===== src/source/channel_pkg.sv =====
`default_nettype none

package channel_pkg;

   // Datapath widths.
   localparam int SAMPLE_W  = 3;
   localparam int ACC_W     = 20;
   localparam int MAG_W     = 19;
   localparam int POWER_W   = 40;
   localparam int PHASE_W   = 16;
   localparam int COUNT_W   = 12;
   localparam int TAU_OFS_W = 8;
   localparam int IQ_W      = 32;

   typedef enum logic {
      MODE_IDLE,
      MODE_TRACK
   } mode_t;

   typedef enum logic [2:0] {
      PW_IDLE,
      PW_EARLY,
      PW_PROMPT,
      PW_LATE,
      PW_SUM
   } power_state_t;

   typedef struct packed {
      logic signed [2:0] cos;
      logic signed [2:0] sin;
   } carrier_t;

   // Carrier levels per phase octant.
   localparam logic signed [2:0] CARRIER_COS [0:7] = '{
      3'sd2, 3'sd1, -3'sd1, -3'sd2, -3'sd2, -3'sd1, 3'sd1, 3'sd2
   };
   localparam logic signed [2:0] CARRIER_SIN [0:7] = '{
      3'sd1, 3'sd2, 3'sd2, 3'sd1, -3'sd1, -3'sd2, -3'sd2, -3'sd1
   };

   typedef struct packed {
      logic signed [ACC_W-1:0] i;
      logic signed [ACC_W-1:0] q;
   } corr_t;

   typedef struct packed {
      logic [POWER_W-1:0] early;
      logic [POWER_W-1:0] prompt;
      logic [POWER_W-1:0] late;
   } power_t;

   typedef struct packed {
      logic [IQ_W-1:0]             iq_prompt;
      logic [PHASE_W-1:0]          doppler_inc;
      logic signed [TAU_OFS_W-1:0] tau_offset;
   } loop_update_t;

   typedef struct packed {
      logic signed [ACC_W-1:0] i_prompt_k;
      logic signed [ACC_W-1:0] q_prompt_k;
      logic signed [ACC_W-1:0] i_prompt_km1;
      logic signed [ACC_W-1:0] q_prompt_km1;
      logic [IQ_W-1:0]         iq_prompt_km1;
      logic [PHASE_W-1:0]      carrier_dphi;
      logic [COUNT_W-1:0]      tau_prime;
   } loop_state_t;

endpackage

`default_nettype wire


===== src/source/carrier_nco.sv =====
`default_nettype none

module carrier_nco (
   input  logic                              clk,
   input  logic                              i_rst_n,
   input  logic                              i_start,
   input  logic                              i_sample_valid,
   input  logic [channel_pkg::PHASE_W-1:0]   i_dphi,
   output channel_pkg::carrier_t             o_carrier
);

   localparam int PHASE_W  = channel_pkg::PHASE_W;
   localparam int OCTANT_W = 3;

   logic [PHASE_W-1:0]  phase_q;
   logic [OCTANT_W-1:0] octant;

   // Phase accumulator.
   always_ff @(posedge clk or negedge i_rst_n) begin
      if (!i_rst_n) begin
         phase_q <= '0;
      end else if (i_start) begin
         phase_q <= '0;
      end else if (i_sample_valid) begin
         phase_q <= phase_q + i_dphi;
      end
   end

   assign octant = phase_q[PHASE_W-1 -: OCTANT_W];

   // Table lookup of the current octant.
   always_comb begin
      o_carrier.cos = channel_pkg::CARRIER_COS[octant];
      o_carrier.sin = channel_pkg::CARRIER_SIN[octant];
   end

endmodule

`default_nettype wire


===== src/source/channel_top.sv =====
`default_nettype none

module channel_top #(
   parameter int NOMINAL_COUNT = 64,
   parameter int SQUARE_LAT    = 2
) (
   input  logic                                    clk,
   input  logic                                    i_rst_n,
   input  channel_pkg::mode_t                      i_mode,
   input  logic                                    i_sample_valid,
   input  logic signed [channel_pkg::SAMPLE_W-1:0] i_sample,
   input  logic                                    i_code_chip,
   input  logic                                    i_tracking_ready,
   input  channel_pkg::loop_update_t               i_loop_update,
   input  logic                                    i_track_carrier_en,
   input  logic                                    i_track_code_en,
   output logic                                    o_dump,
   output channel_pkg::corr_t                      o_prompt,
   output logic                                    o_power_valid,
   output channel_pkg::power_t                     o_power,
   output channel_pkg::loop_state_t                o_loop_state
);

   logic                  start;
   logic                  last;
   channel_pkg::carrier_t carrier;
   channel_pkg::corr_t    early;
   channel_pkg::corr_t    late;

   loop_control #(
      .NOMINAL_COUNT(NOMINAL_COUNT)
   ) loop_control_inst (
      .clk                (clk),
      .i_rst_n            (i_rst_n),
      .i_mode             (i_mode),
      .i_sample_valid     (i_sample_valid),
      .i_tracking_ready   (i_tracking_ready),
      .i_loop_update      (i_loop_update),
      .i_track_carrier_en (i_track_carrier_en),
      .i_track_code_en    (i_track_code_en),
      .i_prompt           (o_prompt),
      .o_start            (start),
      .o_last             (last),
      .o_dump             (o_dump),
      .o_loop_state       (o_loop_state)
   );

   carrier_nco carrier_nco_inst (
      .clk            (clk),
      .i_rst_n        (i_rst_n),
      .i_start        (start),
      .i_sample_valid (i_sample_valid),
      .i_dphi         (o_loop_state.carrier_dphi),
      .o_carrier      (carrier)
   );

   // Early, prompt and late taps.
   correlator #(.TAP_DELAY(0)) early_inst (
      .clk(clk), .i_rst_n(i_rst_n), .i_start(start), .i_sample_valid(i_sample_valid),
      .i_last(last), .i_sample(i_sample), .i_code_chip(i_code_chip),
      .i_carrier(carrier), .o_result(early)
   );

   correlator #(.TAP_DELAY(1)) prompt_inst (
      .clk(clk), .i_rst_n(i_rst_n), .i_start(start), .i_sample_valid(i_sample_valid),
      .i_last(last), .i_sample(i_sample), .i_code_chip(i_code_chip),
      .i_carrier(carrier), .o_result(o_prompt)
   );

   correlator #(.TAP_DELAY(2)) late_inst (
      .clk(clk), .i_rst_n(i_rst_n), .i_start(start), .i_sample_valid(i_sample_valid),
      .i_last(last), .i_sample(i_sample), .i_code_chip(i_code_chip),
      .i_carrier(carrier), .o_result(late)
   );

   power_pipeline #(
      .SQUARE_LAT(SQUARE_LAT)
   ) power_pipeline_inst (
      .clk           (clk),
      .i_rst_n       (i_rst_n),
      .i_dump        (o_dump),
      .i_early       (early),
      .i_prompt      (o_prompt),
      .i_late        (late),
      .o_power       (o_power),
      .o_power_valid (o_power_valid)
   );

endmodule

`default_nettype wire


===== src/source/correlator.sv =====
`default_nettype none

module correlator #(
   parameter int TAP_DELAY = 0
) (
   input  logic                                  clk,
   input  logic                                  i_rst_n,
   input  logic                                  i_start,
   input  logic                                  i_sample_valid,
   input  logic                                  i_last,
   input  logic signed [channel_pkg::SAMPLE_W-1:0] i_sample,
   input  logic                                  i_code_chip,
   input  channel_pkg::carrier_t                 i_carrier,
   output channel_pkg::corr_t                    o_result
);

   localparam int ACC_W  = channel_pkg::ACC_W;
   localparam int PROD_W = channel_pkg::SAMPLE_W + 3;

   logic                     chip;
   logic signed [PROD_W-1:0] prod_i;
   logic signed [PROD_W-1:0] prod_q;
   logic signed [PROD_W-1:0] term_i;
   logic signed [PROD_W-1:0] term_q;
   logic signed [ACC_W-1:0]  sum_i;
   logic signed [ACC_W-1:0]  sum_q;
   logic signed [ACC_W-1:0]  next_i;
   logic signed [ACC_W-1:0]  next_q;

   // Code tap, delayed by valid samples only.
   generate
      if (TAP_DELAY == 0) begin : g_no_delay
         assign chip = i_code_chip;
      end else begin : g_delay
         logic [TAP_DELAY-1:0] taps_q;

         always_ff @(posedge clk or negedge i_rst_n) begin
            if (!i_rst_n) begin
               taps_q <= '0;
            end else if (i_sample_valid) begin
               taps_q[0] <= i_code_chip;
               for (int k = 1; k < TAP_DELAY; k++) begin
                  taps_q[k] <= taps_q[k-1];
               end
            end
         end

         assign chip = taps_q[TAP_DELAY-1];
      end
   endgenerate

   // Carrier and code wipe-off.
   assign prod_i = i_sample * $signed(i_carrier.cos);
   assign prod_q = i_sample * $signed(i_carrier.sin);
   assign term_i = chip ? prod_i : -prod_i;
   assign term_q = chip ? prod_q : -prod_q;
   assign next_i = sum_i + term_i;
   assign next_q = sum_q + term_q;

   always_ff @(posedge clk or negedge i_rst_n) begin
      if (!i_rst_n) begin
         sum_i    <= '0;
         sum_q    <= '0;
         o_result <= '0;
      end else if (i_start) begin
         sum_i <= '0;
         sum_q <= '0;
      end else if (i_sample_valid) begin
         if (i_last) begin
            // Dump including the last product.
            o_result.i <= next_i;
            o_result.q <= next_q;
            sum_i      <= '0;
            sum_q      <= '0;
         end else begin
            sum_i <= next_i;
            sum_q <= next_q;
         end
      end
   end

endmodule

`default_nettype wire


===== src/source/loop_control.sv =====
`default_nettype none

module loop_control #(
   parameter int NOMINAL_COUNT = 64
) (
   input  logic                      clk,
   input  logic                      i_rst_n,
   input  channel_pkg::mode_t        i_mode,
   input  logic                      i_sample_valid,
   input  logic                      i_tracking_ready,
   input  channel_pkg::loop_update_t i_loop_update,
   input  logic                      i_track_carrier_en,
   input  logic                      i_track_code_en,
   input  channel_pkg::corr_t        i_prompt,
   output logic                      o_start,
   output logic                      o_last,
   output logic                      o_dump,
   output channel_pkg::loop_state_t  o_loop_state
);

   localparam int COUNT_W   = channel_pkg::COUNT_W;
   localparam int TAU_OFS_W = channel_pkg::TAU_OFS_W;
   localparam logic [COUNT_W-1:0] NOMINAL = COUNT_W'(NOMINAL_COUNT);

   channel_pkg::mode_t mode_q;
   logic               track;
   logic [COUNT_W-1:0] count_q;
   logic [COUNT_W-1:0] tau_active_q;
   logic [COUNT_W-1:0] tau_next;
   logic [COUNT_W-1:0] tau_ofs_ext;
   logic               ignore_doppler_q;

   assign track   = (i_mode == channel_pkg::MODE_TRACK);
   assign o_start = track && (mode_q != channel_pkg::MODE_TRACK);
   // Counter match against the length of the running integration.
   assign o_last  = track && (count_q == tau_active_q - COUNT_W'(1));

   assign tau_ofs_ext = {{(COUNT_W - TAU_OFS_W){i_loop_update.tau_offset[TAU_OFS_W-1]}},
                         i_loop_update.tau_offset};

   always_comb begin
      tau_next = o_loop_state.tau_prime;
      if (i_tracking_ready && i_track_code_en) begin
         tau_next = NOMINAL + tau_ofs_ext;
      end
   end

   // Sample counter and dump strobe.
   always_ff @(posedge clk or negedge i_rst_n) begin
      if (!i_rst_n) begin
         mode_q       <= channel_pkg::MODE_IDLE;
         count_q      <= '0;
         tau_active_q <= '0;
         o_dump       <= 1'b0;
      end else begin
         mode_q <= i_mode;
         o_dump <= 1'b0;
         if (o_start) begin
            count_q      <= '0;
            tau_active_q <= NOMINAL;
         end else if (track && i_sample_valid) begin
            if (o_last) begin
               count_q      <= '0;
               tau_active_q <= tau_next;
               o_dump       <= 1'b1;
            end else begin
               count_q <= count_q + COUNT_W'(1);
            end
         end
      end
   end

   // History and controls for the tracking loop.
   always_ff @(posedge clk or negedge i_rst_n) begin
      if (!i_rst_n) begin
         o_loop_state     <= '0;
         ignore_doppler_q <= 1'b0;
      end else if (o_start) begin
         o_loop_state               <= '0;
         o_loop_state.iq_prompt_km1 <= channel_pkg::IQ_W'(1);
         o_loop_state.tau_prime     <= NOMINAL;
         ignore_doppler_q           <= 1'b1;
      end else begin
         o_loop_state.tau_prime <= tau_next;
         if (o_dump) begin
            o_loop_state.i_prompt_k <= i_prompt.i;
            o_loop_state.q_prompt_k <= i_prompt.q;
         end
         if (i_tracking_ready) begin
            o_loop_state.i_prompt_km1  <= o_loop_state.i_prompt_k;
            o_loop_state.q_prompt_km1  <= o_loop_state.q_prompt_k;
            o_loop_state.iq_prompt_km1 <= i_loop_update.iq_prompt;
            ignore_doppler_q           <= 1'b0;
            // First Doppler estimate after start is not trusted.
            if (i_track_carrier_en && !ignore_doppler_q) begin
               o_loop_state.carrier_dphi <= i_loop_update.doppler_inc;
            end
         end
      end
   end

endmodule

`default_nettype wire


===== src/source/power_pipeline.sv =====
`default_nettype none

module power_pipeline #(
   parameter int SQUARE_LAT = 2
) (
   input  logic                clk,
   input  logic                i_rst_n,
   input  logic                i_dump,
   input  channel_pkg::corr_t  i_early,
   input  channel_pkg::corr_t  i_prompt,
   input  channel_pkg::corr_t  i_late,
   output channel_pkg::power_t o_power,
   output logic                o_power_valid
);

   localparam int ACC_W   = channel_pkg::ACC_W;
   localparam int MAG_W   = channel_pkg::MAG_W;
   localparam int POWER_W = channel_pkg::POWER_W;
   localparam int SQ_W    = 2 * MAG_W;
   localparam int STEP_W  = $clog2(SQUARE_LAT + 1);
   localparam logic [STEP_W-1:0] LAST_STEP = STEP_W'(SQUARE_LAT);

   function automatic logic [MAG_W-1:0] magnitude(input logic signed [ACC_W-1:0] value);
      logic signed [ACC_W-1:0] abs_value;
      abs_value = value[ACC_W-1] ? -value : value;
      return abs_value[MAG_W-1:0];
   endfunction

   logic [MAG_W-1:0]          mag_i_q [3];
   logic [MAG_W-1:0]          mag_q_q [3];
   logic [MAG_W-1:0]          sel_i;
   logic [MAG_W-1:0]          sel_q;
   logic [SQ_W-1:0]           i2_pipe [SQUARE_LAT];
   logic [SQ_W-1:0]           q2_pipe [SQUARE_LAT];
   logic [POWER_W-1:0]        pair_sum;
   logic                      last_step;
   channel_pkg::power_state_t state_q;
   logic [STEP_W-1:0]         step_q;
   channel_pkg::power_t       partial_q;

   // Magnitudes of early, prompt and late, in that order.
   always_ff @(posedge clk or negedge i_rst_n) begin
      if (!i_rst_n) begin
         for (int k = 0; k < 3; k++) begin
            mag_i_q[k] <= '0;
            mag_q_q[k] <= '0;
         end
      end else if (i_dump) begin
         mag_i_q[0] <= magnitude(i_early.i);
         mag_q_q[0] <= magnitude(i_early.q);
         mag_i_q[1] <= magnitude(i_prompt.i);
         mag_q_q[1] <= magnitude(i_prompt.q);
         mag_i_q[2] <= magnitude(i_late.i);
         mag_q_q[2] <= magnitude(i_late.q);
      end
   end

   always_comb begin
      case (state_q)
         channel_pkg::PW_EARLY: begin
            sel_i = mag_i_q[0];
            sel_q = mag_q_q[0];
         end
         channel_pkg::PW_PROMPT: begin
            sel_i = mag_i_q[1];
            sel_q = mag_q_q[1];
         end
         default: begin
            sel_i = mag_i_q[2];
            sel_q = mag_q_q[2];
         end
      endcase
   end

   // Shared squarers, SQUARE_LAT stages deep.
   always_ff @(posedge clk or negedge i_rst_n) begin
      if (!i_rst_n) begin
         for (int k = 0; k < SQUARE_LAT; k++) begin
            i2_pipe[k] <= '0;
            q2_pipe[k] <= '0;
         end
      end else begin
         i2_pipe[0] <= sel_i * sel_i;
         q2_pipe[0] <= sel_q * sel_q;
         for (int k = 1; k < SQUARE_LAT; k++) begin
            i2_pipe[k] <= i2_pipe[k-1];
            q2_pipe[k] <= q2_pipe[k-1];
         end
      end
   end

   assign pair_sum  = i2_pipe[SQUARE_LAT-1] + q2_pipe[SQUARE_LAT-1];
   assign last_step = (step_q == LAST_STEP);

   always_ff @(posedge clk or negedge i_rst_n) begin
      if (!i_rst_n) begin
         partial_q <= '0;
      end else if (!i_dump && last_step) begin
         case (state_q)
            channel_pkg::PW_EARLY:  partial_q.early  <= pair_sum;
            channel_pkg::PW_PROMPT: partial_q.prompt <= pair_sum;
            channel_pkg::PW_LATE:   partial_q.late   <= pair_sum;
            default: ;
         endcase
      end
   end

   // Sequencer; a dump always restarts at early.
   always_ff @(posedge clk or negedge i_rst_n) begin
      if (!i_rst_n) begin
         state_q       <= channel_pkg::PW_IDLE;
         step_q        <= '0;
         o_power       <= '0;
         o_power_valid <= 1'b0;
      end else begin
         o_power_valid <= 1'b0;
         if (i_dump) begin
            state_q <= channel_pkg::PW_EARLY;
            step_q  <= '0;
         end else begin
            case (state_q)
               channel_pkg::PW_EARLY, channel_pkg::PW_PROMPT, channel_pkg::PW_LATE: begin
                  step_q <= last_step ? '0 : step_q + STEP_W'(1);
                  if (last_step) begin
                     case (state_q)
                        channel_pkg::PW_EARLY:  state_q <= channel_pkg::PW_PROMPT;
                        channel_pkg::PW_PROMPT: state_q <= channel_pkg::PW_LATE;
                        default:                state_q <= channel_pkg::PW_SUM;
                     endcase
                  end
               end
               channel_pkg::PW_SUM: begin
                  o_power       <= partial_q;
                  o_power_valid <= 1'b1;
                  state_q       <= channel_pkg::PW_IDLE;
               end
               default: state_q <= channel_pkg::PW_IDLE;
            endcase
         end
      end
   end

endmodule

`default_nettype wire


===== config.mk =====
export PLATFORM = sky130hd
export DESIGN_NAME = channel_top
export DESIGN_NICKNAME = d
export VERILOG_FILES = /design/src/source/channel_pkg.sv /design/src/source/carrier_nco.sv /design/src/source/channel_top.sv /design/src/source/correlator.sv /design/src/source/loop_control.sv /design/src/source/power_pipeline.sv
export SDC_FILE = /design/constraint.sdc
export NUM_CORES = 2
export LEC_CHECK = 0
export BUFFER_PORTS_ARGS = -buffer_cell sky130_fd_sc_hd__buf_2
export CAP_MARGIN = 20
export CORE_MARGIN = 2
export CORE_UTILIZATION = 65
export CTS_BUF_LIST = sky130_fd_sc_hd__clkbuf_4 sky130_fd_sc_hd__clkbuf_8
export DETAILED_ROUTE_END_ITERATION = 10
export PLACE_DENSITY = 0.93
export SYNTH_ARGS = -nofsm -noshare
export SYNTH_HDL_FRONTEND = slang
export SYNTH_SLANG_ARGS = --single-unit

===== constraint.sdc =====
create_clock -name clk -period 21 [get_ports clk]
set_input_delay 4.2 -clock clk [delete_from_list [all_inputs] [get_ports clk]]
set_output_delay 4.2 -clock clk [all_outputs]
set_load 0.02 [all_outputs]

==> flow_summary.toml <==
[power]
p_int_mw = 5.18
seqPwrFrac_pct = 23.6
clkPwrFrac_pct = 17.7
p_per_area_mw_per_mm2 = 134
ir_drop_v = 0.000166
leakagePower_nw = 38.6
comb_power_share_pct = 58.7
switchingPower_mw = 4.26
switching_share_pct = 45.1

[cells_and_area]
area_growth_pct = 9.82
layout.core_utilization_pct = 71.8
drive_gt1_share_pct = 15.5
fin_nets = 7584
fillers = 6033

[worst_setup_path]
max_stage_delay_ns = 0.69
path_class = "register to register"
worst_path_max_delay_cell = "a221o_1"
crit_fanout = 48
crit_top_cell = "fa_1"
crit_start = "power_pipeline_inst.state_q[1]$_DFFE_PN0P_"
rr_startpoint = "power_pipeline_inst.state_q[1]$_DFFE_PN0P_"
startpoint_type = "register"
cp.arrival_ns = 9.94
endpoint_kind = "register"
crit_required_ns = 21.66
regToRegSetupSlack_ns = 11.72

[routing]
viasPerCell = 6.17
routedWlPerCell_um = 21.7
drcViolationCount = 0
postRouteAntennaNets = 0
drtPass1Iterations = 6
num_vias = 49200
drt_wl_total_mm = 173
drtIter0Drc = 5169

[floorplan]
dieArea_mm2 = 0.101
io_pins = 369
rows = 115
fp.dieH_um = 318
core_mm2 = 0.0980
die_width_um = 318
initial_utilization_pct = 65.4

[clocking]
cts_setup_buffers = 0
clk_path_buf_depth = 3
cts_made_buffers = 148
clk_pin_slew_worst_paths_ns = 0.07
clockRootBuffer = "clkbuf_8"
htreeDepth = 4
holdBufCountCts = 0
cts_tree = "done"
clk_latency_ns = 0.89
clock_sinks = 927
cts-resized-gates = 0

[synthesis]
syn_area_per_cell_um2 = 10.3
yosys.area.top_type = "dfrtp_1"
yosys_warnings = 0
synth_top_area_share_pct = 36.2
ys.flop_type = "dfrtp_1"
synth-seq-cells = 927
syn_area_mm2 = 0.0641
synth_area_leaders = "dfrtp_1 36%, fa_1 16%, ha_1 8.4%, mux2_2 5.4%, inv_1 4.8%"
synth_edf_count = 0
synth.distinct_cells = 89
ys_async_sr_fraction_pct = 100
seq_area_frac_synth_pct = 36.2
synth_common_cells = "927 x dfrtp_1, 816 x inv_1, 619 x nand2_1"
synthMostInstantiatedCell = "dfrtp_1"
syn_inst = 6222

[sta]
layout_min_cycle_time_ns = 9.28
finalSetupViolations = 0
fmax_ghz = 0.108
slew_viol_final = 0
worstMarginPinSlew_ns = 1.19
final-hold-violation-count = 0
rsz0062_at_grt = "no"
tns_ns = 0
post-route-period-util_pct = 44.2
slew_headroom_pct = 20.7
fin_worst_skew_ns = 0.0950

[worst_hold_path]
min_from = "power_pipeline_inst.i2_pipe[52]$_DFF_PN0_"
holdCritPathClass = "register to register"

[global_route]
track_usage_pct = 34.4
antenna_found_initial = 2
overflow = 0
grt_pass1_vias = 52700
grt_pass1_wl_mm = 277
grt_max_degree = 186

[placement]
dp_hpwl_mm = 122
gp_congestion = 0.941
portBuffers = 365

[run]
cap_violations = 0

[status]
status = "completed"
[sequential cells by signal (all words and copies together), names as in the netlist, 40 cells and up]
register	count
power_pipeline_inst.mag_q_q	57
prompt_inst.o_result	40
early_inst.o_result	40
power_pipeline_inst.partial_q	117
loop_control_inst.o_loop_state	140
late_inst.o_result	40
power_pipeline_inst.mag_i_q	57
power_pipeline_inst.o_power	117
power_pipeline_inst.i2_pipe	74
power_pipeline_inst.q2_pipe	74
[area by class of cell]
cell class	count	area (um2)	area share, %
Multi-Input combinational cell	4251	36900	52.5
Sequential cell	927	23200	33.0
Inverter	823	3090	4.39
Clock buffer	213	2720	3.87
Timing Repair Buffer	425	2330	3.32
Tap cell	1287	1610	2.29
Clock inverter	42	467	0.663
Antenna cell	4	10.0	0.0142
[power by group through the flow]
stage	sequential, mW	clock [mW]	combinational, mW
after global placement	2.23	0	4.97
after global routing	2.24	1.76	6.04
after CTS	2.22	1.68	5.43
after detailed placement	2.24	0	5.33
final	2.23	1.67	5.54
after floorplan	2.19	0	4.11
[worst max-delay path: cells and delay by family (launching register included)]
kind,cells,cell delay (ns)
buffers and inverters,6,1.24
AND/OR/NAND/NOR,7,1.55
AO/OA/AOI/OAI,5,2.31
flip-flops,1,0.47
adder cells (fa/ha/maj),7,3.44
[worst paths after layout]
check	to	depth (start not counted)
max	power_pipeline_inst.i2_pipe[73]$_DFF_PN0_	25
min	power_pipeline_inst.i2_pipe[14]$_DFF_PN0_	0
max reg2reg	power_pipeline_inst.i2_pipe[73]$_DFF_PN0_	25
min reg2reg	power_pipeline_inst.i2_pipe[14]$_DFF_PN0_	0
max in group asynchronous	power_pipeline_inst.mag_i_q[26]$_DFFE_PN0P_	5
min in group asynchronous	loop_control_inst.o_loop_state[33]$_DFFE_PN0P_	1
[per-layer routing]
layer / global-route usage (%) / wire length [um] / vias to the layer above / share of wire (%)
met2: 57.5 / 83900 / 2846 / 49
met5: 0 / 0 / - / 0
met4: 20.2 / 11100 / 0 / 6.4
met1: 40.8 / 62000 / 24300 / 36
met3: 7.93 / 15600 / 841 / 9.0
li1: - / - / 21200 / -
[metrics by stage]
step	total power [mW]	hold slack (ns)	instances	area, um2	worst slack, ns
2_1_floorplan	6.29	0.331	6224	64100	11.59
3_3_place_gp	7.20	0.332	7711	67100	11.67
3_5_place_dp	7.56	0.335	7712	67100	11.53
4_1_cts	9.33	0.325	7967	70300	11.85
5_1_grt	10.0	0.331	7970	70300	11.23
6_report	9.44	0.316	7972	70300	11.72
[logic make-up (layout without fill, tap and decap cells)]
kind of cell / count (synthesis) / after routing / synth area share [%]
mux: 451 / 451 / 7.66
xor+xnor: 369 / 369 / 5.07
flops: 927 / 927 / 36.2
buf+inv: 1046 / 1503 / 6.27
simple gates: 1572 / 1572 / 10.8
other cells: 1 / 7 / 0.00585
fa+ha+maj: 941 / 941 / 24.4
compound gates: 915 / 915 / 9.61
[placed cells by master (no fill, tap or decap), types with 21 or more instances in the layout]
| master | count |
|---|---|
| a31oi_1 | 26 |
| and3_1 | 32 |
| mux2i_1 | 135 |
| or4_1 | 21 |
| nor3_1 | 44 |
| nand2_1 | 617 |
| a21oi_1 | 255 |
| clkbuf_8 | 179 |
| buf_2 | 364 |
| or3_1 | 40 |
| o21ai_0 | 168 |
| xnor2_1 | 208 |
| xor2_1 | 160 |
| a221o_1 | 23 |
| inv_1 | 816 |
| a221oi_1 | 24 |
| a21o_1 | 89 |
| o31ai_1 | 43 |
| dfrtp_1 | 926 |
| o21a_1 | 27 |
| fa_1 | 511 |
| and2_1 | 54 |
| clkbuf_4 | 34 |
| nand3_1 | 55 |
| nor2b_1 | 43 |
| nor2_1 | 545 |
| nand2b_1 | 36 |
| a22o_1 | 107 |
| ha_1 | 430 |
| mux2_2 | 306 |
| buf_4 | 57 |
No activity file was read; power rests on OpenSTA's default activity.
